File: src/verilog/ntm_trainer_pkg.sv
// Q8.8 signed fixed point throughout. Every product truncates and all sums wrap mod 2^DATA_W
`default_nettype none

package ntm_trainer_pkg;

  ////////////////////////////////////////////////////////////
  // Fixed-point format
  ////////////////////////////////////////////////////////////

  localparam int DATA_W    = 16;  // Word width
  localparam int FRAC_BITS = 8;   // Fraction bits
  localparam int CNT_W     = 16;  // Time-step counter width

  typedef logic signed [DATA_W-1:0] data_t;

  localparam data_t ONE = data_t'(1 << FRAC_BITS);  // 1.0

  ////////////////////////////////////////////////////////////
  // Enums
  ////////////////////////////////////////////////////////////

  // Run sequence of the controller
  typedef enum logic [2:0] {
    ST_IDLE,
    ST_ACCUMULATE,  // Beats arriving
    ST_FLUSH,       // Pipeline emptying
    ST_DRAIN_W,     // dW read-out
    ST_DRAIN_B,     // db read-out
    ST_DONE
  } trainer_state_t;

  // Gradient selected for a read
  typedef enum logic {
    GRAD_W,
    GRAD_B
  } grad_kind_t;

  // Full signed product, arithmetic shift by FRAC_BITS, low DATA_W bits kept
  function automatic data_t fx_mul(data_t op_a, data_t op_b);
    logic signed [2*DATA_W-1:0] prod;
    prod = op_a * op_b;
    return data_t'(prod >>> FRAC_BITS);
  endfunction

endpackage

`default_nettype wire

File: src/verilog/ntm_trainer_if.sv
// Index widths follow SIZE_L and SIZE_X, which must match the connected modules
`timescale 1ns/100ps
`default_nettype none

// Sampled beat, control to gate derivative
interface ntm_sample_if #(parameter int SIZE_L = 4, parameter int SIZE_X = 4);
  import ntm_trainer_pkg::*;
  localparam int L_W = (SIZE_L > 1) ? $clog2(SIZE_L) : 1;
  localparam int X_W = (SIZE_X > 1) ? $clog2(SIZE_X) : 1;

  logic           valid;  // One strobe per beat
  logic [L_W-1:0] l_idx;
  logic [X_W-1:0] x_idx;
  data_t          s;      // State-error derivative
  data_t          a;      // Activation
  data_t          i;      // Input gate
  data_t          x;      // Input element

  modport src (output valid, l_idx, x_idx, s, a, i, x);
  modport dst (input  valid, l_idx, x_idx, s, a, i, x);
endinterface

// Gate delta with its operand x, gate derivative to accumulator
interface ntm_grad_if #(parameter int SIZE_L = 4, parameter int SIZE_X = 4);
  import ntm_trainer_pkg::*;
  localparam int L_W = (SIZE_L > 1) ? $clog2(SIZE_L) : 1;
  localparam int X_W = (SIZE_X > 1) ? $clog2(SIZE_X) : 1;

  logic           valid;
  logic [L_W-1:0] l_idx;
  logic [X_W-1:0] x_idx;
  data_t          di;
  data_t          x;

  modport src (output valid, l_idx, x_idx, di, x);
  modport dst (input  valid, l_idx, x_idx, di, x);
endinterface

// Clear and read requests, control to accumulator
interface ntm_acc_ctrl_if #(parameter int SIZE_L = 4, parameter int SIZE_X = 4);
  import ntm_trainer_pkg::*;
  localparam int L_W = (SIZE_L > 1) ? $clog2(SIZE_L) : 1;
  localparam int X_W = (SIZE_X > 1) ? $clog2(SIZE_X) : 1;

  logic           clear;    // Zero both arrays
  logic           rd_en;
  grad_kind_t     rd_kind;
  logic [L_W-1:0] rd_l;
  logic [X_W-1:0] rd_x;

  modport src (output clear, rd_en, rd_kind, rd_l, rd_x);
  modport dst (input  clear, rd_en, rd_kind, rd_l, rd_x);
endinterface

`default_nettype wire

File: src/verilog/ntm_trainer_control.sv
// Beats are expected in t, l, x order with no stall. START is taken only in idle or done
// T of zero skips accumulation and drains the cleared arrays
`timescale 1ns/100ps
`default_nettype none

module ntm_trainer_control #(
  parameter int SIZE_L = 4,
  parameter int SIZE_X = 4
) (
  input  wire                              CLK,
  input  wire                              RST,
  input  wire                              start,
  input  wire [ntm_trainer_pkg::CNT_W-1:0] size_t_in,
  input  wire                              in_valid,
  input  ntm_trainer_pkg::data_t           s_in,
  input  ntm_trainer_pkg::data_t           a_in,
  input  ntm_trainer_pkg::data_t           i_in,
  input  ntm_trainer_pkg::data_t           x_in,
  output logic                             ready,
  ntm_sample_if.src                        sample,
  ntm_acc_ctrl_if.src                      acc_ctrl
);
  import ntm_trainer_pkg::*;

  localparam int L_W          = (SIZE_L > 1) ? $clog2(SIZE_L) : 1;
  localparam int X_W          = (SIZE_X > 1) ? $clog2(SIZE_X) : 1;
  localparam int FLUSH_CYCLES = 3;  // Sample, stage 1, stage 2

  trainer_state_t state;
  logic [L_W-1:0] l_cnt;
  logic [X_W-1:0] x_cnt;
  logic [CNT_W-1:0] t_cnt;
  logic [CNT_W-1:0] t_len;    // Time steps of this run
  logic [1:0]     flush_cnt;
  logic           ready_pre;  // Last b read issued

  logic start_ok;
  logic beat;
  logic x_last;
  logic l_last;
  logic t_last;

  assign start_ok = start && ((state == ST_IDLE) || (state == ST_DONE));
  assign beat     = in_valid && (state == ST_ACCUMULATE);  // Strobes elsewhere dropped
  assign x_last   = (x_cnt == X_W'(SIZE_X - 1));
  assign l_last   = (l_cnt == L_W'(SIZE_L - 1));
  assign t_last   = (t_cnt == t_len - 1'b1);

  ////////////////////////////////////////////////////////////
  // Run FSM
  ////////////////////////////////////////////////////////////

  always_ff @(posedge CLK or posedge RST) begin
    if (RST) begin
      state <= ST_IDLE;
      t_len <= '0;
    end else begin
      case (state)
        ST_IDLE, ST_DONE: begin
          if (start_ok) begin
            t_len <= size_t_in;
            state <= (size_t_in == '0) ? ST_FLUSH : ST_ACCUMULATE;
          end
        end
        ST_ACCUMULATE: if (beat && x_last && l_last && t_last) state <= ST_FLUSH;
        ST_FLUSH:      if (flush_cnt == 2'(FLUSH_CYCLES - 1)) state <= ST_DRAIN_W;
        ST_DRAIN_W:    if (x_last && l_last) state <= ST_DRAIN_B;
        ST_DRAIN_B:    if (l_last) state <= ST_DONE;
        default:       state <= ST_IDLE;
      endcase
    end
  end

  ////////////////////////////////////////////////////////////
  // Index counters
  ////////////////////////////////////////////////////////////

  // x fastest, then l, then t. Both drains reuse l and x as the read address
  always_ff @(posedge CLK or posedge RST) begin
    if (RST) begin
      x_cnt     <= '0;
      l_cnt     <= '0;
      t_cnt     <= '0;
      flush_cnt <= '0;
    end else begin
      flush_cnt <= (state == ST_FLUSH) ? flush_cnt + 1'b1 : 2'd0;
      if (start_ok) begin
        x_cnt <= '0;
        l_cnt <= '0;
        t_cnt <= '0;
      end else if (beat || (state == ST_DRAIN_W)) begin
        x_cnt <= x_last ? '0 : x_cnt + 1'b1;
        if (x_last) begin
          l_cnt <= l_last ? '0 : l_cnt + 1'b1;
          if (l_last && beat) t_cnt <= t_cnt + 1'b1;
        end
      end else if (state == ST_DRAIN_B) begin
        l_cnt <= l_last ? '0 : l_cnt + 1'b1;  // Ends back at zero
      end
    end
  end

  ////////////////////////////////////////////////////////////
  // Beat sampling
  ////////////////////////////////////////////////////////////

  always_ff @(posedge CLK or posedge RST) begin
    if (RST) sample.valid <= 1'b0;
    else     sample.valid <= beat;
  end

  always_ff @(posedge CLK) begin
    sample.l_idx <= l_cnt;  // Tag with position in the stream
    sample.x_idx <= x_cnt;
    sample.s     <= s_in;
    sample.a     <= a_in;
    sample.i     <= i_in;
    sample.x     <= x_in;
  end

  ////////////////////////////////////////////////////////////
  // Accumulator control and ready
  ////////////////////////////////////////////////////////////

  assign acc_ctrl.clear   = start_ok;
  assign acc_ctrl.rd_en   = (state == ST_DRAIN_W) || (state == ST_DRAIN_B);
  assign acc_ctrl.rd_kind = (state == ST_DRAIN_B) ? GRAD_B : GRAD_W;
  assign acc_ctrl.rd_l    = l_cnt;
  assign acc_ctrl.rd_x    = x_cnt;  // Zero during the db drain

  // Last b word lands one cycle after its read, ready one cycle after that
  always_ff @(posedge CLK or posedge RST) begin
    if (RST) begin
      ready_pre <= 1'b0;
      ready     <= 1'b0;
    end else begin
      ready_pre <= (state == ST_DRAIN_B) && l_last;
      ready     <= ready_pre;
    end
  end

endmodule

`default_nettype wire

File: src/verilog/ntm_gate_derivative.sv
// Fixed two-cycle latency, one beat per cycle, no stall
`timescale 1ns/100ps
`default_nettype none

module ntm_gate_derivative #(
  parameter int SIZE_L = 4,
  parameter int SIZE_X = 4
) (
  input wire        CLK,
  input wire        RST,
  ntm_sample_if.dst sample,
  ntm_grad_if.src   grad
);
  import ntm_trainer_pkg::*;

  localparam int L_W = (SIZE_L > 1) ? $clog2(SIZE_L) : 1;
  localparam int X_W = (SIZE_X > 1) ? $clog2(SIZE_X) : 1;

  // Stage 1 registers
  logic           st1_valid;
  data_t          st1_p;  // s*a
  data_t          st1_q;  // i*(1-i)
  logic [L_W-1:0] st1_l_idx;
  logic [X_W-1:0] st1_x_idx;
  data_t          st1_x;

  data_t one_minus_i;

  assign one_minus_i = data_t'(ONE - sample.i);  // Wraps like every other sum

  ////////////////////////////////////////////////////////////
  // Valid pipeline
  ////////////////////////////////////////////////////////////

  always_ff @(posedge CLK or posedge RST) begin
    if (RST) begin
      st1_valid  <= 1'b0;
      grad.valid <= 1'b0;
    end else begin
      st1_valid  <= sample.valid;
      grad.valid <= st1_valid;
    end
  end

  ////////////////////////////////////////////////////////////
  // Data path
  ////////////////////////////////////////////////////////////

  // Stage 1, the two independent products
  always_ff @(posedge CLK) begin
    st1_p     <= fx_mul(sample.s, sample.a);
    st1_q     <= fx_mul(sample.i, one_minus_i);
    st1_l_idx <= sample.l_idx;
    st1_x_idx <= sample.x_idx;
    st1_x     <= sample.x;
  end

  // Stage 2, di = trunc(p*q)
  always_ff @(posedge CLK) begin
    grad.di    <= fx_mul(st1_p, st1_q);
    grad.l_idx <= st1_l_idx;
    grad.x_idx <= st1_x_idx;
    grad.x     <= st1_x;  // Outer-product operand for dW
  end

endmodule

`default_nettype wire

File: src/verilog/ntm_gradient_accumulator.sv
// Clear takes priority over a beat in the same cycle. Reads have one cycle of latency
`timescale 1ns/100ps
`default_nettype none

module ntm_gradient_accumulator #(
  parameter int SIZE_L = 4,
  parameter int SIZE_X = 4
) (
  input  wire                    CLK,
  input  wire                    RST,
  ntm_grad_if.dst                grad,
  ntm_acc_ctrl_if.dst            acc_ctrl,
  output ntm_trainer_pkg::data_t w_out,
  output ntm_trainer_pkg::data_t b_out,
  output logic                   w_out_enable,
  output logic                   b_out_enable
);
  import ntm_trainer_pkg::*;

  data_t w_mem [SIZE_L][SIZE_X];  // dW(l;x)
  data_t b_mem [SIZE_L];          // db(l)

  data_t w_term;
  logic  rd_w;
  logic  rd_b;

  assign w_term = fx_mul(grad.di, grad.x);  // Outer-product element
  assign rd_w   = acc_ctrl.rd_en && (acc_ctrl.rd_kind == GRAD_W);
  assign rd_b   = acc_ctrl.rd_en && (acc_ctrl.rd_kind == GRAD_B);

  ////////////////////////////////////////////////////////////
  // Accumulation
  ////////////////////////////////////////////////////////////

  // Arrays start at zero after reset and after every clear
  always_ff @(posedge CLK or posedge RST) begin
    if (RST) begin
      for (int l = 0; l < SIZE_L; l++) begin
        b_mem[l] <= '0;
        for (int x = 0; x < SIZE_X; x++) w_mem[l][x] <= '0;
      end
    end else if (acc_ctrl.clear) begin
      for (int l = 0; l < SIZE_L; l++) begin
        b_mem[l] <= '0;
        for (int x = 0; x < SIZE_X; x++) w_mem[l][x] <= '0;
      end
    end else if (grad.valid) begin
      w_mem[grad.l_idx][grad.x_idx] <= w_mem[grad.l_idx][grad.x_idx] + w_term;
      // db takes di once per (t;l), on the x == 0 beat
      if (grad.x_idx == '0) b_mem[grad.l_idx] <= b_mem[grad.l_idx] + grad.di;
    end
  end

  ////////////////////////////////////////////////////////////
  // Read-out
  ////////////////////////////////////////////////////////////

  always_ff @(posedge CLK or posedge RST) begin
    if (RST) begin
      w_out_enable <= 1'b0;
      b_out_enable <= 1'b0;
    end else begin
      w_out_enable <= rd_w;
      b_out_enable <= rd_b;
    end
  end

  // Words hold their last value between reads
  always_ff @(posedge CLK) begin
    if (rd_w) w_out <= w_mem[acc_ctrl.rd_l][acc_ctrl.rd_x];
    if (rd_b) b_out <= b_mem[acc_ctrl.rd_l];
  end

endmodule

`default_nettype wire

File: src/verilog/ntm_input_trainer.sv
// Input-gate trainer. Beats in t, l, x order, then dW l-major, db, and a ready pulse
// No back-pressure, so in_valid must only be raised for real beats
`timescale 1ns/100ps
`default_nettype none

module ntm_input_trainer #(
  parameter int SIZE_L = 4,  // Controller elements
  parameter int SIZE_X = 4   // Input elements
) (
  input  wire                              CLK,
  input  wire                              RST,
  input  wire                              start,
  input  wire [ntm_trainer_pkg::CNT_W-1:0] size_t_in,    // T, sampled on start
  input  wire                              in_valid,
  input  ntm_trainer_pkg::data_t           s_in,
  input  ntm_trainer_pkg::data_t           a_in,
  input  ntm_trainer_pkg::data_t           i_in,
  input  ntm_trainer_pkg::data_t           x_in,
  output logic                             ready,
  output logic                             w_out_enable,
  output logic                             b_out_enable,
  output ntm_trainer_pkg::data_t           w_out,
  output ntm_trainer_pkg::data_t           b_out
);

  ////////////////////////////////////////////////////////////
  // Internal buses
  ////////////////////////////////////////////////////////////

  ntm_sample_if   #(.SIZE_L(SIZE_L), .SIZE_X(SIZE_X)) sample_bus ();
  ntm_grad_if     #(.SIZE_L(SIZE_L), .SIZE_X(SIZE_X)) grad_bus ();
  ntm_acc_ctrl_if #(.SIZE_L(SIZE_L), .SIZE_X(SIZE_X)) acc_ctrl_bus ();

  ////////////////////////////////////////////////////////////
  // Pipeline
  ////////////////////////////////////////////////////////////

  ntm_trainer_control #(.SIZE_L(SIZE_L), .SIZE_X(SIZE_X)) i_control (
    .CLK      (CLK),
    .RST      (RST),
    .start    (start),
    .size_t_in(size_t_in),
    .in_valid (in_valid),
    .s_in     (s_in),
    .a_in     (a_in),
    .i_in     (i_in),
    .x_in     (x_in),
    .ready    (ready),
    .sample   (sample_bus.src),
    .acc_ctrl (acc_ctrl_bus.src)
  );

  // Two cycles, sample to di
  ntm_gate_derivative #(.SIZE_L(SIZE_L), .SIZE_X(SIZE_X)) i_gate_derivative (
    .CLK   (CLK),
    .RST   (RST),
    .sample(sample_bus.dst),
    .grad  (grad_bus.src)
  );

  ntm_gradient_accumulator #(.SIZE_L(SIZE_L), .SIZE_X(SIZE_X)) i_accumulator (
    .CLK         (CLK),
    .RST         (RST),
    .grad        (grad_bus.dst),
    .acc_ctrl    (acc_ctrl_bus.dst),
    .w_out       (w_out),
    .b_out       (b_out),
    .w_out_enable(w_out_enable),
    .b_out_enable(b_out_enable)
  );

endmodule

`default_nettype wire

File: config.mk
export PLATFORM = sky130hd
export DESIGN_NAME = ntm_input_trainer
export DESIGN_NICKNAME = d
export VERILOG_FILES = /design/src/verilog/ntm_trainer_pkg.sv /design/src/verilog/ntm_trainer_if.sv /design/src/verilog/ntm_trainer_control.sv /design/src/verilog/ntm_gate_derivative.sv /design/src/verilog/ntm_gradient_accumulator.sv /design/src/verilog/ntm_input_trainer.sv
export SDC_FILE = /design/constraint.sdc
export NUM_CORES = 2
export LEC_CHECK = 0
export ABC_AREA = 1
export BUFFER_PORTS_ARGS = -buffer_cell sky130_fd_sc_hd__buf_4
export CAP_MARGIN = 20
export CORE_MARGIN = 4
export CORE_UTILIZATION = 61
export DETAILED_ROUTE_END_ITERATION = 10
export PLACE_DENSITY = 0.78
export SYNTH_ARGS = -nofsm -noshare
export SYNTH_HDL_FRONTEND = slang
export SYNTH_SLANG_ARGS = --single-unit
File: constraint.sdc
create_clock -name CLK -period 19.2 [get_ports CLK]
set_input_delay 0.96 -clock CLK [delete_from_list [all_inputs] [get_ports CLK]]
set_output_delay 0.96 -clock CLK [all_outputs]
set_load 0.005 [all_outputs]
Word-level counts from Yosys, hierarchy flattened
Index checks and enable logic that the tools add are counted.
{"block": "word_totals", "regBits": 556, "elab_cells": 170, "out_inout_bits": 35, "inputBits": 84}
{"block": "op_classes", "n_eq_ne": 15, "mux": 52, "multipliers": 4, "n_reduce_logical": 30, "order_cmp": 6, "n_addsub": 8, "n_bitwise": 5}
{"operator": "$mux W256", "n": 2}
{"operator": "$mux W64", "n": 8}
{"operator": "$bmux W64 S2", "n": 2}
{"operator": "$bwmux W256", "n": 1}
{"operator": "$mux W16", "n": 14}
{"operator": "$bmux W16 S2", "n": 4}
{"operator": "$demux W64 S2", "n": 1}
{"operator": "$mul A16 B16 Y24", "n": 4}
{"operator": "$bwmux W64", "n": 1}
{"operator": "$demux W16 S2", "n": 2}
{"operator": "$add A16 B16 Y16", "n": 2}
{"operator": "$mux W2", "n": 10}
{"operator": "$add A16 B1 Y16 const B", "n": 1}
{"operator": "$eq A16 B16 Y1", "n": 1}
{"operator": "$logic_not A16 Y1", "n": 1}
{"operator": "$sub A10 B16 Y16 const A", "n": 1}
{"operator": "$sub A16 B1 Y16 const B", "n": 1}
{"operator": "$mux W3", "n": 5}
{"operator": "$pmux W3 S5", "n": 1}
{"operator": "$ge A3 B3 Y1 const B", "n": 4}
{"operator": "$logic_and A1 B1 Y1", "n": 12}
{"operator": "$not A2 Y3", "n": 4}
{"operator": "$reduce_bool A2 Y1", "n": 5}
{"operator": "$add A2 B1 Y2 const B", "n": 3}
{"operator": "other kinds (18)", "n": 30}

Logic depth before layout (Yosys ltp)
{"block": "depth", "depth_word": 11, "ltp_mapped": 37, "ltp_nobuf": 34}

By module
Synthesis repeated with hierarchy kept, for this count alone.
{"block": "hier_totals", "hier_cells": 7027, "hier_area_um2": 56404.1}
{"mod": "ntm_gradient_accumulator", "area_each_um2": 27018.4, "cells_each": 3449, "n_inst": 1, "seq_area_each_um2": 9018.6}
{"mod": "ntm_gate_derivative", "area_each_um2": 25290.5, "cells_each": 3134, "n_inst": 1, "seq_area_each_um2": 1811.7}
{"mod": "ntm_trainer_control", "area_each_um2": 4095.2, "cells_each": 444, "n_inst": 1, "seq_area_each_um2": 2462.4}

Worst setup path after synthesis
Ideal clock, no wire load.
{"block": "synth_timing", "kind": "flip-flop to flip-flop", "startpoint": "register i_gate_derivative.grad.x[2]", "endpoint": "register i_accumulator.w_mem[189] (netlist name)", "period_less_slack_ps": 6917, "t_arrival_ps": 6778, "t_required_ps": 19061, "n_path_buf": 3, "stages_incl_launch_ff": 31, "slack_ps": 12283, "setup_time_ps": 139, "path_cell_list": "dfxtp_1 -> clkbuf_1 -> clkbuf_1 -> nand2_1 -> fa_1 -> fa_1 -> fa_1 -> fa_1 -> inv_1 -> fa_1 -> inv_1 -> fa_1 -> inv_1 -> ha_1 -> a21oi_1 -> o21a_1 -> nand2_1 -> a21oi_1 -> o21ai_0 -> a21oi_1 -> xnor2_1 -> ha_1 -> nand2_1 -> nor2_1 -> nand3_1 -> nand3_1 -> nand3_1 -> o211ai_1 -> xor2_1 -> buf_2 -> o22ai_1"}
{"block": "synth_between", "elab_chain_cells": 5}
{"element": "from (decl)", "line": "ntm_trainer_if.sv:35", "source": "modport src (output valid, l_idx, x_idx, di, x);"}
{"element": "from (signal assigned)", "line": "ntm_gate_derivative.sv:63", "source": "grad.x <= st1_x;"}
{"element": "$mul A16 B16 Y24", "line": "ntm_trainer_pkg.sv:41", "source": "prod = op_a * op_b;"}
{"element": "$add A16 B16 Y16", "line": "ntm_gradient_accumulator.sv:48", "source": "w_mem[grad.l_idx][grad.x_idx] <= w_mem[grad.l_idx][grad.x_idx] + w_term;"}
{"element": "$bwmux W256", "line": "ntm_gradient_accumulator.sv:48"}
{"element": "$mux W256", "line": "ntm_gradient_accumulator.sv:47", "source": "end else if (grad.valid) begin"}
{"element": "$mux W256", "line": "ntm_gradient_accumulator.sv:42", "source": "end else if (acc_ctrl.clear) begin"}
{"element": "to (signal, indexed assignment)", "line": "ntm_gradient_accumulator.sv:48"}
{"element": "to (decl)", "line": "ntm_gradient_accumulator.sv:20", "source": "data_t w_mem [SIZE_L][SIZE_X];"}
No other way between the ends. The select of a mux whose other input is x is not followed.
A chain may end at the register's enable or synchronous reset.

Worst setup path in the final report
{"block": "layout_timing", "startpoint": "register i_gate_derivative.grad.di[10]", "endpoint": "register i_accumulator.w_mem[13] (netlist name)"}
{"block": "layout_between", "elab_chain_cells": 5}
{"element": "from (decl)", "line": "ntm_trainer_if.sv:35"}
{"element": "from (signal assigned)", "line": "ntm_gate_derivative.sv:60", "source": "grad.di <= fx_mul(st1_p, st1_q);"}
{"element": "$mul A16 B16 Y24", "line": "ntm_trainer_pkg.sv:41"}
{"element": "$add A16 B16 Y16", "line": "ntm_gradient_accumulator.sv:48"}
{"element": "$bwmux W256", "line": "ntm_gradient_accumulator.sv:48"}
{"element": "$mux W256", "line": "ntm_gradient_accumulator.sv:47"}
{"element": "$mux W256", "line": "ntm_gradient_accumulator.sv:42"}
No other way between the ends. The select of a mux whose other input is x is not followed.

==> reports/qor.txt <==
outcome - complete, no violations
top-area cell type share of the netlist area - 26.9%
num ports - 119
Total Neg Setup Slack - 0 ns
Inserted Clock Buffers - 67
gp weighted congestion - 0.925
later-pin clock latency in the skew report - 0.66 ns
Synth warnings - 0
Netlist cell types - 54
Hold Path Class - reg2reg
initial antenna violation count - 0
drt pass-1 iters - 6
via density per instance - 5.77
Post-Synth Adder-Cell Area - 34.3%
Synth area leader - fa_1
CTS tree - yes
Setup CP Type - reg2reg
R2R Setup Slk - 11.08 ns
MaxCap Viol Count - 0
ANT nets after route - 0
DIE WIDTH - 310 um
gr ovfl total - 0
CP Depth - 27
critical path endpoint category - flop
routed length per placed instance - 18.3 um
Buf+Inv Stages, Crit Path - 3
register area - 0.0133 sq mm
die footprint - 0.0959 sq mm
largest family of logic cells by synthesized area - adder cells
multiplexer area fraction after synthesis - 0%
drt total wl - 146000 um
CP delay by family, top - adder cells
clock sinks - 556
CP most frequent cell - fa_1
Final period util - 42.3%
clk slew on worst S/H paths - 0.06 ns
final net count - 7892
Top FF cell, synth - dfrtp_1
PostCTS Resize Cnt - 0
RSZ-0062 raised after global routing - no
largest net degree at the start of global routing - 178
Synth Net Count - 7999
Starting Density - 61.6%
worst clock skew - 0.0342 ns
slowest cell on the critical path - xor2_1
DRC - 0
simple-gate share of the synthesized area - 14.6%
R2R Path End - i_accumulator.w_mem[13]$_DFFE_PP0P_
crit path DAT - 8.59 ns
fraction of registers with async set/reset - 66.2%
worst-path fanout max - 16
# setup viols final - 0
sequential-to-total area share from yosys stat - 23.9%
H-tree Lvls - 3
worst r2r src - i_gate_derivative.grad.di[10]$_DFF_P_
cells on worst reg2reg path - 27
CP max stage delay - 0.86 ns
Critical Path RT - 19.67 ns
f_max - 123 MHz
Syn Inst Count - 6841
top post-synthesis cells by area - fa_1 (27%), dfrtp_1 (17%), inv_1 (11%)
end of the critical path - i_accumulator.w_mem[13]$_DFFE_PP0P_
Worst setup SP type - flop
Detailed Route Iter0 Violations - 4727
die height - 310 um
number of global-route vias before repair - 47000
global-route wire length before repair - 240000 um
fin crit period - 8.12 ns
layout cells sized above 1 - 5.01%
GRT Total Usage - 31.1%
final hold violation count - 0
Multi-input gate area - 0.0347 sq mm
xor/xnor share of the synthesized area - 2.65%
area of the mapped netlist - 0.0555 sq mm
Slew headroom - 26.5%
core area - 0.0901 sq mm
Vias - 45900
#FFs+latches synth - 556
Avg Cell Area, Syn - 8.11 sq um
root buf cell - clkbuf_16
# fillers - 7355
Post-synth EDFFs - 32
Area growth syn-to-layout - 6.66%
Synth Area in Compound Gates - 10.8%
fin. max-slew vios - 0
hold path depth - 0
Final HPWL DP - 106000 um
Worst-Margin Slew - 1.10 ns
ant diodes - 0
Clock Path Buffers - 3
Cell Area, Placed - 0.0569 sq mm
cts hold-fix bufs - 0
Setup crit start - i_gate_derivative.grad.di[10]$_DFF_P_
Port Buf Inserts - 118
final instance area - 0.0592 sq mm
post-CTS setup buffers - 0
hold_ws - 0.319 ns
FP Rows - 110
-- routing by layer --
layer / vias up / share of wire [%] / track usage (%)
met5: - / 0 / 0
met4: 0 / 4.5 / 12.9
met3: 506 / 9.8 / 5.76
met2: 2435 / 47 / 50.9
met1: 22300 / 39 / 41.2
li1: 20700 / - / -
-- area by class of cell --
class / count / area share (%)
Clock inverter: 34 / 0.831
Clock buffer: 86 / 3.12
Tap cell: 1176 / 2.49
Timing Repair Buffer: 157 / 2.01
Sequential cell: 556 / 22.5
Inverter: 1654 / 10.5
Multi-Input combinational cell: 4298 / 58.6
-- metrics by stage --
| stage | util, % | worst slack, ns | cells |
|---|---|---|---|
| after global routing | 65.7 | 10.57 | 7961 |
| after detailed placement | 63.1 | 11.24 | 7840 |
| after global placement | 63.1 | 11.38 | 7838 |
| after floorplan | - | 8.02 | 6841 |
| after CTS | 65.7 | 11.18 | 7960 |
| final | 65.7 | 11.08 | 7961 |
-- layout by cell type, fill, tap and decap left out, drive strengths merged, types with 8 or more instances in the layout --
cell and n:
nand3 252, nor2 236, or2 25, nand2 1392
clkbuf 86, o221ai 20, a32o 25, dfxtp 156
nand4 38, buf 157, dfrtp 368, xnor2 61
o22ai 239, nor4 8, nor3 27, inv 1652
o21ai 463, clkinv 25, a21o 9, a22oi 19
a21oi 252, nand3b 10, fa 746, xor2 107
ha 328, edfxtp 32
-- flip-flops by register name (all words and copies together) (netlist names), 3 cells and up --
signal	cells
i_accumulator.w_mem	256
i_accumulator.b_mem	64
i_accumulator.b_out	16
i_accumulator.w_out	16
i_control.sample.a	16
i_control.sample.i	16
i_control.sample.s	16
i_control.sample.x	16
i_control.t_cnt	16
i_control.t_len	16
i_gate_derivative.grad.di	16
i_gate_derivative.grad.x	16
i_gate_derivative.st1_p	16
i_gate_derivative.st1_q	16
i_gate_derivative.st1_x	16
i_control.state	3
-- worst reg2reg max path, cell delays in order (launching register included) --
cell and delay [ns]:
dfxtp_1 0.75, nand2_1 0.17, fa_1 0.54, fa_1 0.58, fa_1 0.45, fa_1 0.55, inv_1 0.05, fa_1 0.47
inv_1 0.05, fa_1 0.47, inv_1 0.04, ha_1 0.34, a21oi_1 0.17, o21a_1 0.13, nand2_1 0.05, a21oi_1 0.29
o21ai_0 0.20, a21oi_1 0.32, xnor2_1 0.13, ha_1 0.37, nand2_1 0.09, nor2_1 0.15, nand3_1 0.11, nand3_1 0.14
nand3_1 0.10, o211ai_1 0.14, xor2_1 0.86, o22ai_1 0.22
-- worst min path at each step --
| stage | from | end |
|---|---|---|
| 3_5_place_dp | i_control.sample.x[2]$_DFF_P_ | i_gate_derivative.st1_x[2]$_DFF_P_ |
| 3_3_place_gp | i_gate_derivative.st1_x_idx[1]$_DFF_P_ | i_gate_derivative.grad.x_idx[1]$_DFF_P_ |
| 4_1_cts | i_control.sample.x_idx[1]$_DFF_P_ | i_gate_derivative.st1_x_idx[1]$_DFF_P_ |
| 2_1_floorplan | i_gate_derivative.st1_l_idx[0]$_DFF_P_ | i_gate_derivative.grad.l_idx[0]$_DFF_P_ |
| 6_report | i_control.sample.x_idx[1]$_DFF_P_ | i_gate_derivative.st1_x_idx[1]$_DFF_P_ |
| 5_1_grt | i_control.sample.x_idx[1]$_DFF_P_ | i_gate_derivative.st1_x_idx[1]$_DFF_P_ |
-- cells by family after synthesis --
| kind of cell | after synthesis |
|---|---|
| simple gates | 1989 |
| fa+ha+maj | 1074 |
| flops | 556 |
| compound gates | 1067 |
| xor+xnor | 168 |
| buf+inv | 1987 |
-- cell usage after synthesis, types with 4 or more instances --
library cell / instances
inv_1: 1641
nand2_1: 1385
fa_1: 746
o21ai_0: 456
dfrtp_1: 368
ha_1: 328
clkbuf_1: 273
nand3_1: 251
a21oi_1: 250
o22ai_1: 239
nor2_1: 217
dfxtp_1: 156
xor2_1: 107
xnor2_1: 61
nand4_1: 38
edfxtp_1: 32
buf_2: 28
a32o_1: 25
nor3_1: 25
or2_2: 24
buf_1: 20
o221ai_1: 20
a22oi_1: 19
nor2_2: 18
nand3b_1: 10
a21o_1: 9
a31oi_1: 7
inv_2: 7
nor4_1: 7
o21a_1: 7
o21bai_1: 7
buf_4: 6
nand2_2: 6
o21ai_1: 6
buf_6: 5
clkinv_1: 5
o211ai_1: 5
a211oi_1: 4
o31ai_1: 4
Power is left out: the tool's default activity adds up to more than one toggle a clock period on the data nets, which glitch-free logic cannot reach.
